===== config.mk =====
export PLATFORM = sky130hd
export DESIGN_NAME = sdram_subsystem
export DESIGN_NICKNAME = d
export VERILOG_FILES = /design/src/sdram_geom_pkg.sv /design/src/sdram_cmd_pkg.sv /design/src/sdram_read_capture.sv /design/src/sdram_refresh_timer.sv /design/src/sdram_sequencer.sv /design/src/sdram_subsystem.sv
export SDC_FILE = /design/constraint.sdc
export NUM_CORES = 1
export LEC_CHECK = 0
export BUFFER_PORTS_ARGS = -buffer_cell sky130_fd_sc_hd__buf_2
export CAP_MARGIN = 5
export CORE_ASPECT_RATIO = 0.7
export CORE_MARGIN = 2
export CORE_UTILIZATION = 50
export DETAILED_ROUTE_END_ITERATION = 6
export HOLD_SLACK_MARGIN = 0.03
export PLACE_DENSITY = 0.81
export SLEW_MARGIN = 20
export SYNTH_ARGS = -nofsm -noshare
export SYNTH_HDL_FRONTEND = slang
export SYNTH_SLANG_ARGS = --single-unit

===== constraint.sdc =====
create_clock -name i_clock -period 21.6 [get_ports i_clock]
set_input_delay 2.16 -clock i_clock [delete_from_list [all_inputs] [get_ports i_clock]]
set_output_delay 2.16 -clock i_clock [all_outputs]
set_load 0.1 [all_outputs]

===== src/sdram_geom_pkg.sv =====
/*
 * Address geometry and host-side types for the SDR SDRAM controller.
 * A host word address maps to row, bank and column fields of a 16-bit part
 * with 4 banks, 13 row bits and 9 column bits. Each 32-bit word is two beats.
 */
package sdram_geom_pkg;

	// ============================================================
	// Field widths
	// ============================================================
	localparam int ROW_W       = 13;	// A12..A0 on activate
	localparam int BANK_W      = 2;		// BA1..BA0
	localparam int COL_W       = 9;		// Column in 16-bit beats
	localparam int COL_WORD_W  = COL_W - 1;	// Column in 32-bit words
	localparam int WORD_ADDR_W = ROW_W + BANK_W + COL_WORD_W;
	localparam int HOST_W      = 32;
	localparam int DQ_W        = 16;

	typedef logic [WORD_ADDR_W-1:0] word_addr_t;	// {row, bank, column word}
	typedef logic [ROW_W-1:0]       row_t;
	typedef logic [BANK_W-1:0]      bank_t;
	typedef logic [COL_W-1:0]       col_t;
	typedef logic [HOST_W-1:0]      host_word_t;
	typedef logic [DQ_W-1:0]        dq_t;

	// Host request, held stable while the request level is high
	typedef struct packed {
		logic       rw;		// 1 = write
		word_addr_t addr;
		host_word_t wdata;
	} mem_req_t;

	// Address split, row on top so a linear walk stays inside a row
	function automatic row_t addr_row(word_addr_t a);
		return a[WORD_ADDR_W-1 -: ROW_W];
	endfunction

	function automatic bank_t addr_bank(word_addr_t a);
		return a[COL_WORD_W +: BANK_W];
	endfunction

	function automatic col_t addr_col(word_addr_t a);
		return {a[COL_WORD_W-1:0], 1'b0};	// Even beat starts the burst
	endfunction

endpackage


===== src/sdram_cmd_pkg.sv =====
/*
 * SDRAM command encodings, mode-register fields and the pin bus.
 * Shared by the controller, the behavioural device model and the testbench.
 * The read pipeline depth constants fix where read beats are sampled.
 */
package sdram_cmd_pkg;

	import sdram_geom_pkg::*;

	// ============================================================
	// Command bus {cs_n, ras_n, cas_n, we_n}
	// ============================================================
	typedef enum logic [3:0] {
		CMD_NOP       = 4'b0111,
		CMD_PRECHARGE = 4'b0010,
		CMD_SET_MODE  = 4'b0000,
		CMD_REFRESH   = 4'b0001,
		CMD_ACTIVATE  = 4'b0011,
		CMD_READ      = 4'b0101,
		CMD_WRITE     = 4'b0100
	} sdram_cmd_e;

	// Mode-register fields
	typedef enum logic [2:0] {CL_2 = 3'b010, CL_3 = 3'b011} cas_latency_e;
	typedef enum logic [2:0] {
		BL_1 = 3'b000, BL_2 = 3'b001, BL_4 = 3'b010, BL_8 = 3'b011, BL_PAGE = 3'b111
	} burst_len_e;
	typedef enum logic [0:0] {WB_BURST = 1'b0, WB_SINGLE = 1'b1} write_burst_e;

	typedef logic [ROW_W-1:0] pin_addr_t;

	localparam pin_addr_t ADDR_A10 = 13'h0400;	// Precharge all / auto-precharge
	// Reserved, write burst, op mode, CAS, sequential, burst length
	localparam pin_addr_t MODE_WORD = {3'b000, WB_BURST, 2'b00, CL_2, 1'b0, BL_2};

	localparam int CAS_CYCLES     = 2;	// Must match CL_2 above
	localparam int CAPTURE_STAGES = 2;	// DQ re-register depth in the controller

	// Everything the controller drives toward the device
	typedef struct packed {
		logic       cke;
		logic [1:0] dqm;
		sdram_cmd_e cmd;
		bank_t      bs;
		pin_addr_t  addr;
		dq_t        dq_out;
		logic       dq_oe;	// High while the controller owns DQ
	} sdram_pins_t;

endpackage


===== src/sdram_read_capture.sv =====
/*
 * Read data path from the SDRAM DQ pins.
 * DQ passes through CAPTURE_STAGES flops to ease pad timing, then the
 * sequencer's take pulses latch the high beat and the low beat into one word.
 */
`timescale 1ns/1ps

module sdram_read_capture
	import sdram_geom_pkg::*, sdram_cmd_pkg::*;
(
	input  logic       i_clock,
	input  logic       i_reset,
	input  dq_t        i_dq,
	input  logic       i_take_hi,
	input  logic       i_take_lo,
	output host_word_t o_word
);

	// ============================================================
	// DQ re-register pipeline
	// ============================================================
	dq_t r_dq_pipe [CAPTURE_STAGES];	// [0] is the pad-side flop

	always_ff @(posedge i_clock) begin
		r_dq_pipe[0] <= i_dq;
		for (int i = 1; i < CAPTURE_STAGES; i++)
			r_dq_pipe[i] <= r_dq_pipe[i-1];
	end

	// ============================================================
	// Word assembly, first beat is the upper half
	// ============================================================
	always_ff @(posedge i_clock) begin
		if (i_reset) begin
			o_word <= '0;
		end else begin
			if (i_take_hi)
				o_word[HOST_W-1:DQ_W] <= r_dq_pipe[CAPTURE_STAGES-1];
			if (i_take_lo)
				o_word[DQ_W-1:0] <= r_dq_pipe[CAPTURE_STAGES-1];	// Second beat
		end
	end

	// Beats arrive on consecutive cycles, never both at once
	a_take_exclusive : assert property (@(posedge i_clock) disable iff (i_reset)
		!(i_take_hi && i_take_lo));

endmodule


===== src/sdram_refresh_timer.sv =====
/*
 * Periodic refresh request for the SDRAM sequencer.
 * Raises a sticky due flag every REFRESH_INTERVAL cycles; the sequencer
 * clears it with a one-cycle ack when it starts a refresh pair.
 */
`timescale 1ns/1ps

module sdram_refresh_timer #(
	parameter int REFRESH_INTERVAL = 500
)(
	input  logic i_clock,
	input  logic i_reset,
	input  logic i_refresh_ack,
	output logic o_refresh_due
);

	localparam int CNT_W = $clog2(REFRESH_INTERVAL + 1);
	typedef logic [CNT_W-1:0] interval_t;
	localparam interval_t LAST = interval_t'(REFRESH_INTERVAL - 1);

	interval_t r_count;

	always_ff @(posedge i_clock) begin
		if (i_reset) begin
			r_count       <= '0;
			o_refresh_due <= 1'b0;
		end else begin
			r_count <= (r_count == LAST) ? '0 : r_count + 1'b1;	// Free running, ack or not
			if (r_count == LAST)
				o_refresh_due <= 1'b1;			// New interval wins over a same-cycle ack
			else if (i_refresh_ack)
				o_refresh_due <= 1'b0;
		end
	end

	// Sequencer only takes a refresh that was actually requested
	a_ack_when_due : assert property (@(posedge i_clock) disable iff (i_reset)
		i_refresh_ack |-> o_refresh_due);

endmodule


===== src/sdram_sequencer.sv =====
/*
 * Main SDRAM control FSM: power-up sequence, periodic double refresh and
 * single-word accesses as a burst of two with auto-precharge.
 * All pin outputs are registered. Read beats are expected on DQ at the edge
 * CAS_CYCLES after the device samples READ.
 */
`timescale 1ns/1ps

module sdram_sequencer
	import sdram_geom_pkg::*, sdram_cmd_pkg::*;
#(
	parameter int STARTUP_CYCLES = 20000,
	parameter int T_RP           = 4,
	parameter int T_RFC          = 8,
	parameter int T_MRD          = 2,
	parameter int T_RCD          = 5
)(
	input  logic        i_clock,
	input  logic        i_reset,
	input  logic        i_request,		// Level, held until o_ready
	input  mem_req_t    i_req,
	input  logic        i_refresh_due,
	output logic        o_refresh_ack,	// One-cycle pulse
	output logic        o_take_hi,
	output logic        o_take_lo,
	output logic        o_ready,
	output sdram_pins_t o_pins
);

	function automatic int max2(int a, int b);
		return (a > b) ? a : b;
	endfunction

	// ============================================================
	// Wait counts
	// ============================================================
	localparam int TAKE_HI_AT = CAS_CYCLES + CAPTURE_STAGES;	// Edges after READ issue
	localparam int XFER_WAIT  = max2(T_RCD, TAKE_HI_AT + 1);	// Room for both beats
	localparam int CNT_MAX    = max2(max2(STARTUP_CYCLES, XFER_WAIT),
		max2(max2(T_RP, T_RFC), max2(T_MRD, T_RCD)));
	localparam int CNT_W      = $clog2(CNT_MAX + 1);

	typedef logic [CNT_W-1:0] count_t;

	localparam count_t CNT_STARTUP = count_t'(STARTUP_CYCLES);
	localparam count_t CKE_AT      = count_t'((STARTUP_CYCLES * 3) / 4);	// 3/4 remaining
	localparam count_t TAKE_HI_CNT = count_t'(XFER_WAIT - TAKE_HI_AT + 1);
	localparam count_t TAKE_LO_CNT = count_t'(XFER_WAIT - TAKE_HI_AT);
	localparam count_t CNT_XFER    = count_t'(XFER_WAIT);

	typedef enum logic [4:0] {
		ST_STARTUP,
		ST_INIT_PRECHARGE,
		ST_INIT_WAIT_PRECHARGE,
		ST_INIT_REFRESH_1,
		ST_INIT_REFRESH_2,
		ST_INIT_WAIT_REFRESH,
		ST_SET_MODE,
		ST_WAIT_MODE,
		ST_IDLE,
		ST_REFRESH_1,
		ST_REFRESH_2,
		ST_WAIT_REFRESH,
		ST_ACTIVATE,
		ST_WAIT_ACTIVATE,
		ST_READ,
		ST_WAIT_READ,
		ST_WRITE,
		ST_WAIT_WRITE,
		ST_WAIT_PRECHARGE
	} state_e;

	state_e   r_state;
	count_t   r_count;	// Shared down counter for every wait
	mem_req_t r_req;	// Request latched in idle

	always_ff @(posedge i_clock) begin
		if (i_reset) begin
			r_state       <= ST_STARTUP;
			r_count       <= CNT_STARTUP;
			o_pins.cke    <= 1'b0;
			o_pins.dqm    <= 2'b11;	// Device outputs masked during power-up
			o_pins.cmd    <= CMD_NOP;
			o_pins.dq_oe  <= 1'b0;
			o_ready       <= 1'b0;
			o_refresh_ack <= 1'b0;
			o_take_hi     <= 1'b0;
			o_take_lo     <= 1'b0;
		end else begin
			// Defaults, command states override
			o_pins.cmd    <= CMD_NOP;
			o_refresh_ack <= 1'b0;
			o_take_hi     <= 1'b0;
			o_take_lo     <= 1'b0;
			if (r_count != '0)
				r_count <= r_count - 1'b1;

			case (r_state)
				// ============================================================
				// Power-up
				// ============================================================
				ST_STARTUP: begin
					if (r_count <= CKE_AT) begin	// Clock enable after the first quarter
						o_pins.cke <= 1'b1;
						o_pins.dqm <= 2'b00;
					end
					if (r_count == '0)
						r_state <= ST_INIT_PRECHARGE;
				end
				ST_INIT_PRECHARGE: begin
					o_pins.cmd  <= CMD_PRECHARGE;
					o_pins.bs   <= '0;
					o_pins.addr <= ADDR_A10;	// All banks
					r_count     <= count_t'(T_RP);
					r_state     <= ST_INIT_WAIT_PRECHARGE;
				end
				ST_INIT_WAIT_PRECHARGE:
					if (r_count == '0) r_state <= ST_INIT_REFRESH_1;
				ST_INIT_REFRESH_1: begin
					o_pins.cmd <= CMD_REFRESH;
					r_state    <= ST_INIT_REFRESH_2;
				end
				ST_INIT_REFRESH_2: begin
					o_pins.cmd <= CMD_REFRESH;
					r_count    <= count_t'(T_RFC);
					r_state    <= ST_INIT_WAIT_REFRESH;
				end
				ST_INIT_WAIT_REFRESH:
					if (r_count == '0) r_state <= ST_SET_MODE;
				ST_SET_MODE: begin
					o_pins.cmd  <= CMD_SET_MODE;
					o_pins.bs   <= '0;
					o_pins.addr <= MODE_WORD;	// CAS 2, burst 2, sequential
					r_count     <= count_t'(T_MRD);
					r_state     <= ST_WAIT_MODE;
				end
				ST_WAIT_MODE:
					if (r_count == '0) r_state <= ST_IDLE;

				// ============================================================
				// Run time
				// ============================================================
				ST_IDLE: begin
					o_pins.dq_oe <= 1'b0;
					if (i_refresh_due) begin	// Refresh beats a waiting host
						o_refresh_ack <= 1'b1;
						r_state       <= ST_REFRESH_1;
					end else if (i_request) begin
						r_req   <= i_req;
						r_state <= ST_ACTIVATE;
					end
				end
				ST_REFRESH_1: begin
					o_pins.cmd <= CMD_REFRESH;
					r_state    <= ST_REFRESH_2;
				end
				ST_REFRESH_2: begin
					o_pins.cmd <= CMD_REFRESH;
					r_count    <= count_t'(T_RFC);
					r_state    <= ST_WAIT_REFRESH;
				end
				ST_WAIT_REFRESH:
					if (r_count == '0) r_state <= ST_IDLE;
				ST_ACTIVATE: begin
					o_pins.cmd  <= CMD_ACTIVATE;
					o_pins.bs   <= addr_bank(r_req.addr);
					o_pins.addr <= addr_row(r_req.addr);
					r_count     <= count_t'(T_RCD);
					r_state     <= ST_WAIT_ACTIVATE;
				end
				ST_WAIT_ACTIVATE: begin
					if (r_count == '0) begin
						// Column with A10 for auto-precharge, first beat staged early
						o_pins.addr   <= pin_addr_t'(addr_col(r_req.addr)) | ADDR_A10;
						o_pins.dq_out <= r_req.wdata[HOST_W-1:DQ_W];
						o_pins.dq_oe  <= r_req.rw;
						r_state       <= r_req.rw ? ST_WRITE : ST_READ;
					end
				end
				ST_READ: begin
					o_pins.cmd <= CMD_READ;
					r_count    <= CNT_XFER;
					r_state    <= ST_WAIT_READ;
				end
				ST_WAIT_READ: begin
					o_take_hi <= (r_count == TAKE_HI_CNT);	// Beat 0 leaves the capture pipe
					o_take_lo <= (r_count == TAKE_LO_CNT);
					if (r_count == '0) begin
						o_ready <= 1'b1;	// Word is latched on this same edge
						r_count <= count_t'(T_RP);
						r_state <= ST_WAIT_PRECHARGE;
					end
				end
				ST_WRITE: begin
					o_pins.cmd <= CMD_WRITE;	// Beat 0 goes with the command
					r_count    <= CNT_XFER;
					r_state    <= ST_WAIT_WRITE;
				end
				ST_WAIT_WRITE: begin
					if (r_count == CNT_XFER)
						o_pins.dq_out <= r_req.wdata[DQ_W-1:0];
					else
						o_pins.dq_oe <= 1'b0;	// Release DQ after beat 1
					if (r_count == '0) begin
						o_ready <= 1'b1;
						r_count <= count_t'(T_RP);
						r_state <= ST_WAIT_PRECHARGE;
					end
				end
				ST_WAIT_PRECHARGE: begin
					if (!i_request)
						o_ready <= 1'b0;
					// Hold here while the host keeps its request up
					if (r_count == '0 && !o_ready)
						r_state <= ST_IDLE;
				end
				default: r_state <= ST_STARTUP;
			endcase
		end
	end

	// No command reaches the device before its clock is enabled
	a_cmd_needs_cke : assert property (@(posedge i_clock) disable iff (i_reset)
		(o_pins.cmd != CMD_NOP) |-> o_pins.cke);

endmodule


===== src/sdram_subsystem.sv =====
/*
 * SDRAM controller top level for a 16-bit SDR device.
 * Connects the sequencer, refresh timer and read capture; all timing counts
 * are set here and passed down. Host uses a held request and a ready level.
 */
`timescale 1ns/1ps

module sdram_subsystem
	import sdram_geom_pkg::*, sdram_cmd_pkg::*;
#(
	parameter int STARTUP_CYCLES   = 20000,
	parameter int REFRESH_INTERVAL = 500,
	parameter int T_RP             = 4,
	parameter int T_RFC            = 8,
	parameter int T_MRD            = 2,
	parameter int T_RCD            = 5
)(
	input  logic        i_clock,
	input  logic        i_reset,
	input  logic        i_request,
	input  mem_req_t    i_req,
	output host_word_t  o_rdata,	// Valid while o_ready after a read
	output logic        o_ready,
	input  dq_t         i_dq,
	output sdram_pins_t o_pins
);

	logic refresh_due;
	logic refresh_ack;
	logic take_hi;
	logic take_lo;

	sdram_sequencer #(
		.STARTUP_CYCLES(STARTUP_CYCLES),
		.T_RP(T_RP), .T_RFC(T_RFC), .T_MRD(T_MRD), .T_RCD(T_RCD)
	) u_sequencer (
		.i_clock(i_clock), .i_reset(i_reset),
		.i_request(i_request), .i_req(i_req),
		.i_refresh_due(refresh_due), .o_refresh_ack(refresh_ack),
		.o_take_hi(take_hi), .o_take_lo(take_lo),
		.o_ready(o_ready), .o_pins(o_pins)
	);

	sdram_refresh_timer #(.REFRESH_INTERVAL(REFRESH_INTERVAL)) u_refresh_timer (
		.i_clock(i_clock), .i_reset(i_reset),
		.i_refresh_ack(refresh_ack), .o_refresh_due(refresh_due)
	);

	sdram_read_capture u_read_capture (
		.i_clock(i_clock), .i_reset(i_reset), .i_dq(i_dq),
		.i_take_hi(take_hi), .i_take_lo(take_lo), .o_word(o_rdata)
	);

endmodule

# After elaboration in Yosys (flattened, before gate mapping)
# Memory sizes are Yosys's and may differ from the RTL's.
# Index checks and enable logic that the tools add are counted.
dict set report classes {
  n_mul 0
  shifts 0
  reduce_logical 28
  bitwise_logic 4
  n_div 0
  n_mux 28
  magnitude_cmp 1
  n_eq_ne 33
  add_sub_neg 2
}
# operator count
set ops {}
lappend ops {{5-bit case mux with 17 select lines} 1}
lappend ops {{15-bit case mux with 5 select lines} 1}
lappend ops {{13-bit case mux with 4 select lines} 1}
lappend ops {{5-bit 2-to-1 mux} 10}
lappend ops {{5-bit by 4-bit == test with 1-bit output, second input constant} 8}
lappend ops {{16-bit case mux with 2 select lines} 1}
lappend ops {{15-bit 2-to-1 mux} 2}
lappend ops {{30-bit 2-to-1 mux} 1}
lappend ops {{5-bit by 3-bit == test with 1-bit output, second input constant} 4}
lappend ops {{3-bit case mux with 6 select lines} 1}
lappend ops {{16-bit 2-to-1 mux} 1}
lappend ops {{2-bit by 1-bit inequality test with 1-bit output, second input constant} 8}
lappend ops {{15-bit by 1-bit == test with 1-bit output, second input constant} 1}
lappend ops {{15-bit by 2-bit == test with 1-bit output, second input constant} 1}
lappend ops {{15-bit by 3-bit == test with 1-bit output, second input constant} 1}
lappend ops {{5-bit == test, second input constant} 3}
lappend ops {{15-bit by 14-bit <= comparator with 1-bit output, second input constant} 1}
lappend ops {{15-bit zero test} 1}
lappend ops {{15-bit nonzero test} 1}
lappend ops {{15-bit by 1-bit subtractor with 15-bit output, second input constant} 1}
lappend ops {{2-bit OR reduction} 7}
lappend ops {{5-bit by 2-bit == test with 1-bit output, second input constant} 2}
lappend ops {{9-bit by 1-bit adder with 9-bit output, second input constant} 1}
lappend ops {{9-bit == test, second input constant} 1}
lappend ops {{other kinds (20)} 36}
dict set report totals {
  latch_bits 0
  input_bits 75
  n_memories 1
  mem_bits_ro 0
  word_cells 117
  out_inout_bits 72
  mem_bits_rw 32
  ff_bits 161
}
# name words word_bits rd rd_ports_with_merged_regs wr line_no
set mem_list {}
lappend mem_list {u_read_capture.r_dq_pipe 2 16 2 0 2 sdram_read_capture.sv:22} ;# dq_t r_dq_pipe [CAPTURE_STAGES];

# Logic depth before layout (Yosys ltp)
dict set report depth {
  ltp_word 4
  ltp_mapped 10
  ltp_nobuf 10
}

# By module
# A second synthesis with hierarchy kept.
dict set report hier_totals {
  hier_cells 576
  hier_area_um2 7238.2
}
# mod instances area_each_um2 cells_per_inst seq_area_each_um2
set by_module_without_submodules {}
lappend by_module_without_submodules {sdram_sequencer 1 4991.0 393 3213.1}
lappend by_module_without_submodules {sdram_read_capture 1 1798.0 135 1281.2}
lappend by_module_without_submodules {sdram_refresh_timer 1 449.2 48 200.2}

# Worst setup path before layout
# No wires, ideal clock.
dict set report synth_path {
  kind {input-to-reg}
  start {input port i_reset}
  end {register u_sequencer.r_req[0] (netlist name) (enable)}
  path_buffers 1
  slack_ps 13221
  arrival_ps 7768
  setup_ps 610
  required_ps 20990
  cell_stages 2
  path_cell_list {clkbuf_1 nor4_1}
}
dict set report synth_between {
  elab_chain_len 2
}
# item line_no
set synth_lines {}
lappend synth_lines {{start: declaration} sdram_subsystem.sv:19} ;# input logic i_reset,
lappend synth_lines {{1-bit NOT (no source line)} n/a}
lappend synth_lines {{4-bit AND reduction (no source line)} n/a}
lappend synth_lines {{end signal: assignment} sdram_sequencer.sv:149} ;# r_req <= i_req;
lappend synth_lines {{end: declaration} sdram_sequencer.sv:75} ;# mem_req_t r_req;
# Every way passes these cells.
# A chain may end at the register's enable or synchronous reset.

==> metrics.csv <==
stage,metric,value,unit
run_status,status,completed,
floorplanning,width of the chip,146.0,µm
cells_and_area,Area growth syn-to-layout,20.80,%
cells_and_area,Layout Utilization,61.49,%
logic_synthesis,Syn Nets,648,
drt,first-pass detailed-route iteration total,5,
clock_tree,CTS max path bufs,2,
pwr,maximum vdd drop,0.06273,mV
timing,setup_tns,0,ns
timing,Final min period,4.055,ns
placement,GP Congestion,0.9210,
clock_tree,number of buffers created by CTS,17,
pwr,pwr dens,116.6,nW/µm²
floorplanning,Starting Density,50.90,%
pwr,Psw,349.5,µW
logic_synthesis,Post-synth EDFFs,87,
global_route,GR Util All Layers,20.93,%
cells_and_area,Filler cells,1102,
cells_and_area,multi-input logic area,2213,µm²
logic_synthesis,Netlist cell types,64,
pwr,Comb power frac,24.3,%
drt,routed length per placed instance,17.06,µm
drt,WL final,15460,µm
timing,Final setup violation count,0,
clock_tree,root buf cell,clkbuf_16,
clock_tree,H-tree level count,4,
cells_and_area,# nets final,783,
drt,post-route ant nets,0,
drt,Vias per Instance,5.397,
global_route,initial antenna violation count,0,
clock_tree,worst-skew pair later-pin latency,0.43,ns
logic_synthesis,Mean Syn Cell Area,12.43,µm²
critical_path,CP max FO,50,
logic_synthesis,cells after synthesis,568,
global_route,"Remaining Overflow, GRT",0,
clock_tree,clock sinks,191,
timing,Slew HR,31.04,%
logic_synthesis,Synthesis Warnings,0,
pwr,P_leak,0.003284,µW
timing,"Hold Violations, Final",0,
logic_synthesis,Main synth FF type,dfxtp_1,
cells_and_area,"commonest non-fill, non-tap cell in the layout",buf_2,
clock_tree,Worst-path clk slew,0.08,ns
drt,initial DRC count,374,
drt,# DRC,0,
global_route,largest net degree at the start of global routing,57,
pwr,sequential share of power,44.4,%
global_route,global-route wire length before repair,24360,µm
pwr,clock share of power,31.3,%
timing,period utilisation layout,18.77,%
logic_synthesis,mapped cell area,7062,µm²
cells_and_area,most frequent cells in the layout,"buf_2, dfxtp_1, edfxtp_1",
critical_path,Worst setup SP type,input port,
global_route,vias in the first global route,4736,
timing,slew of the pin with the lowest slew margin,1.033,ns
floorplanning,chip height,103.4,µm
cells_and_area,FF/Latch Area,4695,µm²
timing,Layout Skew,0.009405,ns
drt,via count,4890,
pwr,switching part of the total,35.13,%
job,total of max-cap violations,0,
logic_synthesis,register area share after synthesis,66.48,%
critical_path,Crit. End Element,flip-flop,
clock_tree,post-cts sizing count,0,
clock_tree,post-CTS setup buffer count,0,
critical_path,Critical Path RT,21.90,ns
clock_tree,CTS tree,yes,
cells_and_area,antenna cells,0,
critical_path,Arrival @ worst endpoint,4.35,ns
critical_path,"Worst Path Class, Setup",in -> reg,
timing,f_max,0.2466,GHz
clock_tree,CTS Hold Buffers Added,0,
timing,RSZ-0062 raised after global routing,false,
floorplanning,Ports,147,
logic_synthesis,post-synthesis register bit count,191,
floorplanning,Die Footprint,15110,µm²
hold_path,Worst Hold Class,reg -> reg,
floorplanning,Placement Rows,36,
floorplanning,core footprint,13870,µm²
cells_and_area,layout cells sized above 1,29.05,%
logic_synthesis,fraction of registers with async set/reset,0,%
placement,Port Buffers,145,
placement,Post-DP HPWL,10570,µm
pwr,Int Pwr,645.4,µW
timing,"Slew Viols, Final",0,
layer usage:
metal | vias to the layer above | GRT usage [%] | wire length [µm]
li1 | 2331 | - | -
met1 | 2314 | 28.76 | 7065
met2 | 225 | 32.44 | 6923
met3 | 20 | 6.404 | 1248
met4 | 0 | 6.497 | 221
met5 | - | 0 | 0
synth_stat cells, types with 2 or more instances:
library cell / instances / area, µm²
a21o_1: 4 / 30.03
a21oi_1: 17 / 85.08
a221o_1: 3 / 30.03
a22o_1: 7 / 61.31
a31oi_1: 4 / 25.02
and2_1: 5 / 31.28
and3_1: 7 / 43.79
buf_1: 2 / 7.510
buf_4: 2 / 15.01
clkbuf_1: 25 / 93.84
dfxtp_1: 104 / 2082
edfxtp_1: 87 / 2613
ha_1: 5 / 62.56
inv_1: 10 / 37.54
mux2_2: 17 / 191.4
mux2i_1: 35 / 350.3
nand2_1: 16 / 60.06
nand2b_1: 10 / 62.56
nand3_1: 19 / 95.09
nand4_1: 7 / 43.79
nor2_1: 78 / 292.8
nor3_1: 9 / 45.04
nor4_1: 6 / 37.54
o21ai_0: 17 / 85.08
o221ai_1: 2 / 17.52
o22ai_1: 4 / 25.02
o31ai_1: 2 / 15.01
o32a_1: 2 / 20.02
or2_2: 4 / 25.02
or3_1: 5 / 31.28
or4_1: 5 / 37.54
xnor2_1: 11 / 96.34
xor2_1: 6 / 52.55
registers in the layout (all words and copies together), names as in the netlist:
name,count
u_sequencer.r_count,15
u_sequencer.o_take_lo,1
u_sequencer.o_ready,1
u_sequencer.o_take_hi,1
u_read_capture.r_dq_pipe,32
u_sequencer.o_pins,37
u_read_capture.o_word,32
u_sequencer.r_req,56
u_refresh_timer.o_refresh_due,1
u_sequencer.o_refresh_ack,1
u_refresh_timer.r_count,9
u_sequencer.r_state,5
area by class of cell:
type                    count  area share (%)
clock inverters            14           1.833
clock buffers              18           5.148
multi-input cells         334           25.95
flip-flops and latches    191           55.03
well taps                 190           2.787
inverters                  11          0.4840
repair buffers            148           8.771
critical path: stages:
cell	delay, ns
buf_2	0.74
clkinv_1	0.80
o21ai_1	0.52
nor2_1	0.12
kinds of logic after synthesis:
family	Yosys count	share of synthesized area [%]
flops	191	66.48
simple gates	179	12.40
compound gates	80	7.867
mux	52	7.672
buf+inv	43	2.533
xor+xnor	17	2.108
fa+ha+maj	5	0.8859
other cells	1	0.05310
worst paths after layout:
kind                                          start                                       to  slack, ns  cells past startpoint
max                                         i_reset       u_sequencer.r_count[12]$_SDFF_PP0_      17.55                      4
min          u_read_capture.r_dq_pipe[0][5]$_DFF_P_  u_read_capture.r_dq_pipe[0][21]$_DFF_P_       0.33                      0
max reg2reg       u_sequencer.r_count[0]$_SDFF_PP0_         u_sequencer.o_pins[28]$_DFFE_PP_      18.17                      5
min reg2reg  u_read_capture.r_dq_pipe[0][5]$_DFF_P_  u_read_capture.r_dq_pipe[0][21]$_DFF_P_       0.33                      0
power groups by stage:
stage	logic, µW	clock network, µW	registers [µW]
finish	242	311	442
global route	261	330	446
CTS	239	316	441
detailed placement	237	0	449
global placement	230	0	447
floorplan	150	0	483
through the flow:
| stage | worst slack, ns | total power (µW) | instances | area [µm²] | hold slack (ns) |
|---|---|---|---|---|---|
| after global routing | 17.35 | 1038 | 906 | 8531 | 0.3366 |
| final | 17.55 | 994.9 | 906 | 8531 | 0.3312 |
| after global placement | 17.29 | 677.4 | 874 | 7935 | 0.3105 |
| after CTS | 17.60 | 995.8 | 906 | 8531 | 0.3322 |
| after detailed placement | 17.15 | 686.6 | 874 | 7935 | 0.3135 |
| after floorplan | 13.22 | 633.1 | 568 | 7062 | 0.3096 |
Power figures use the tool's default switching activity.
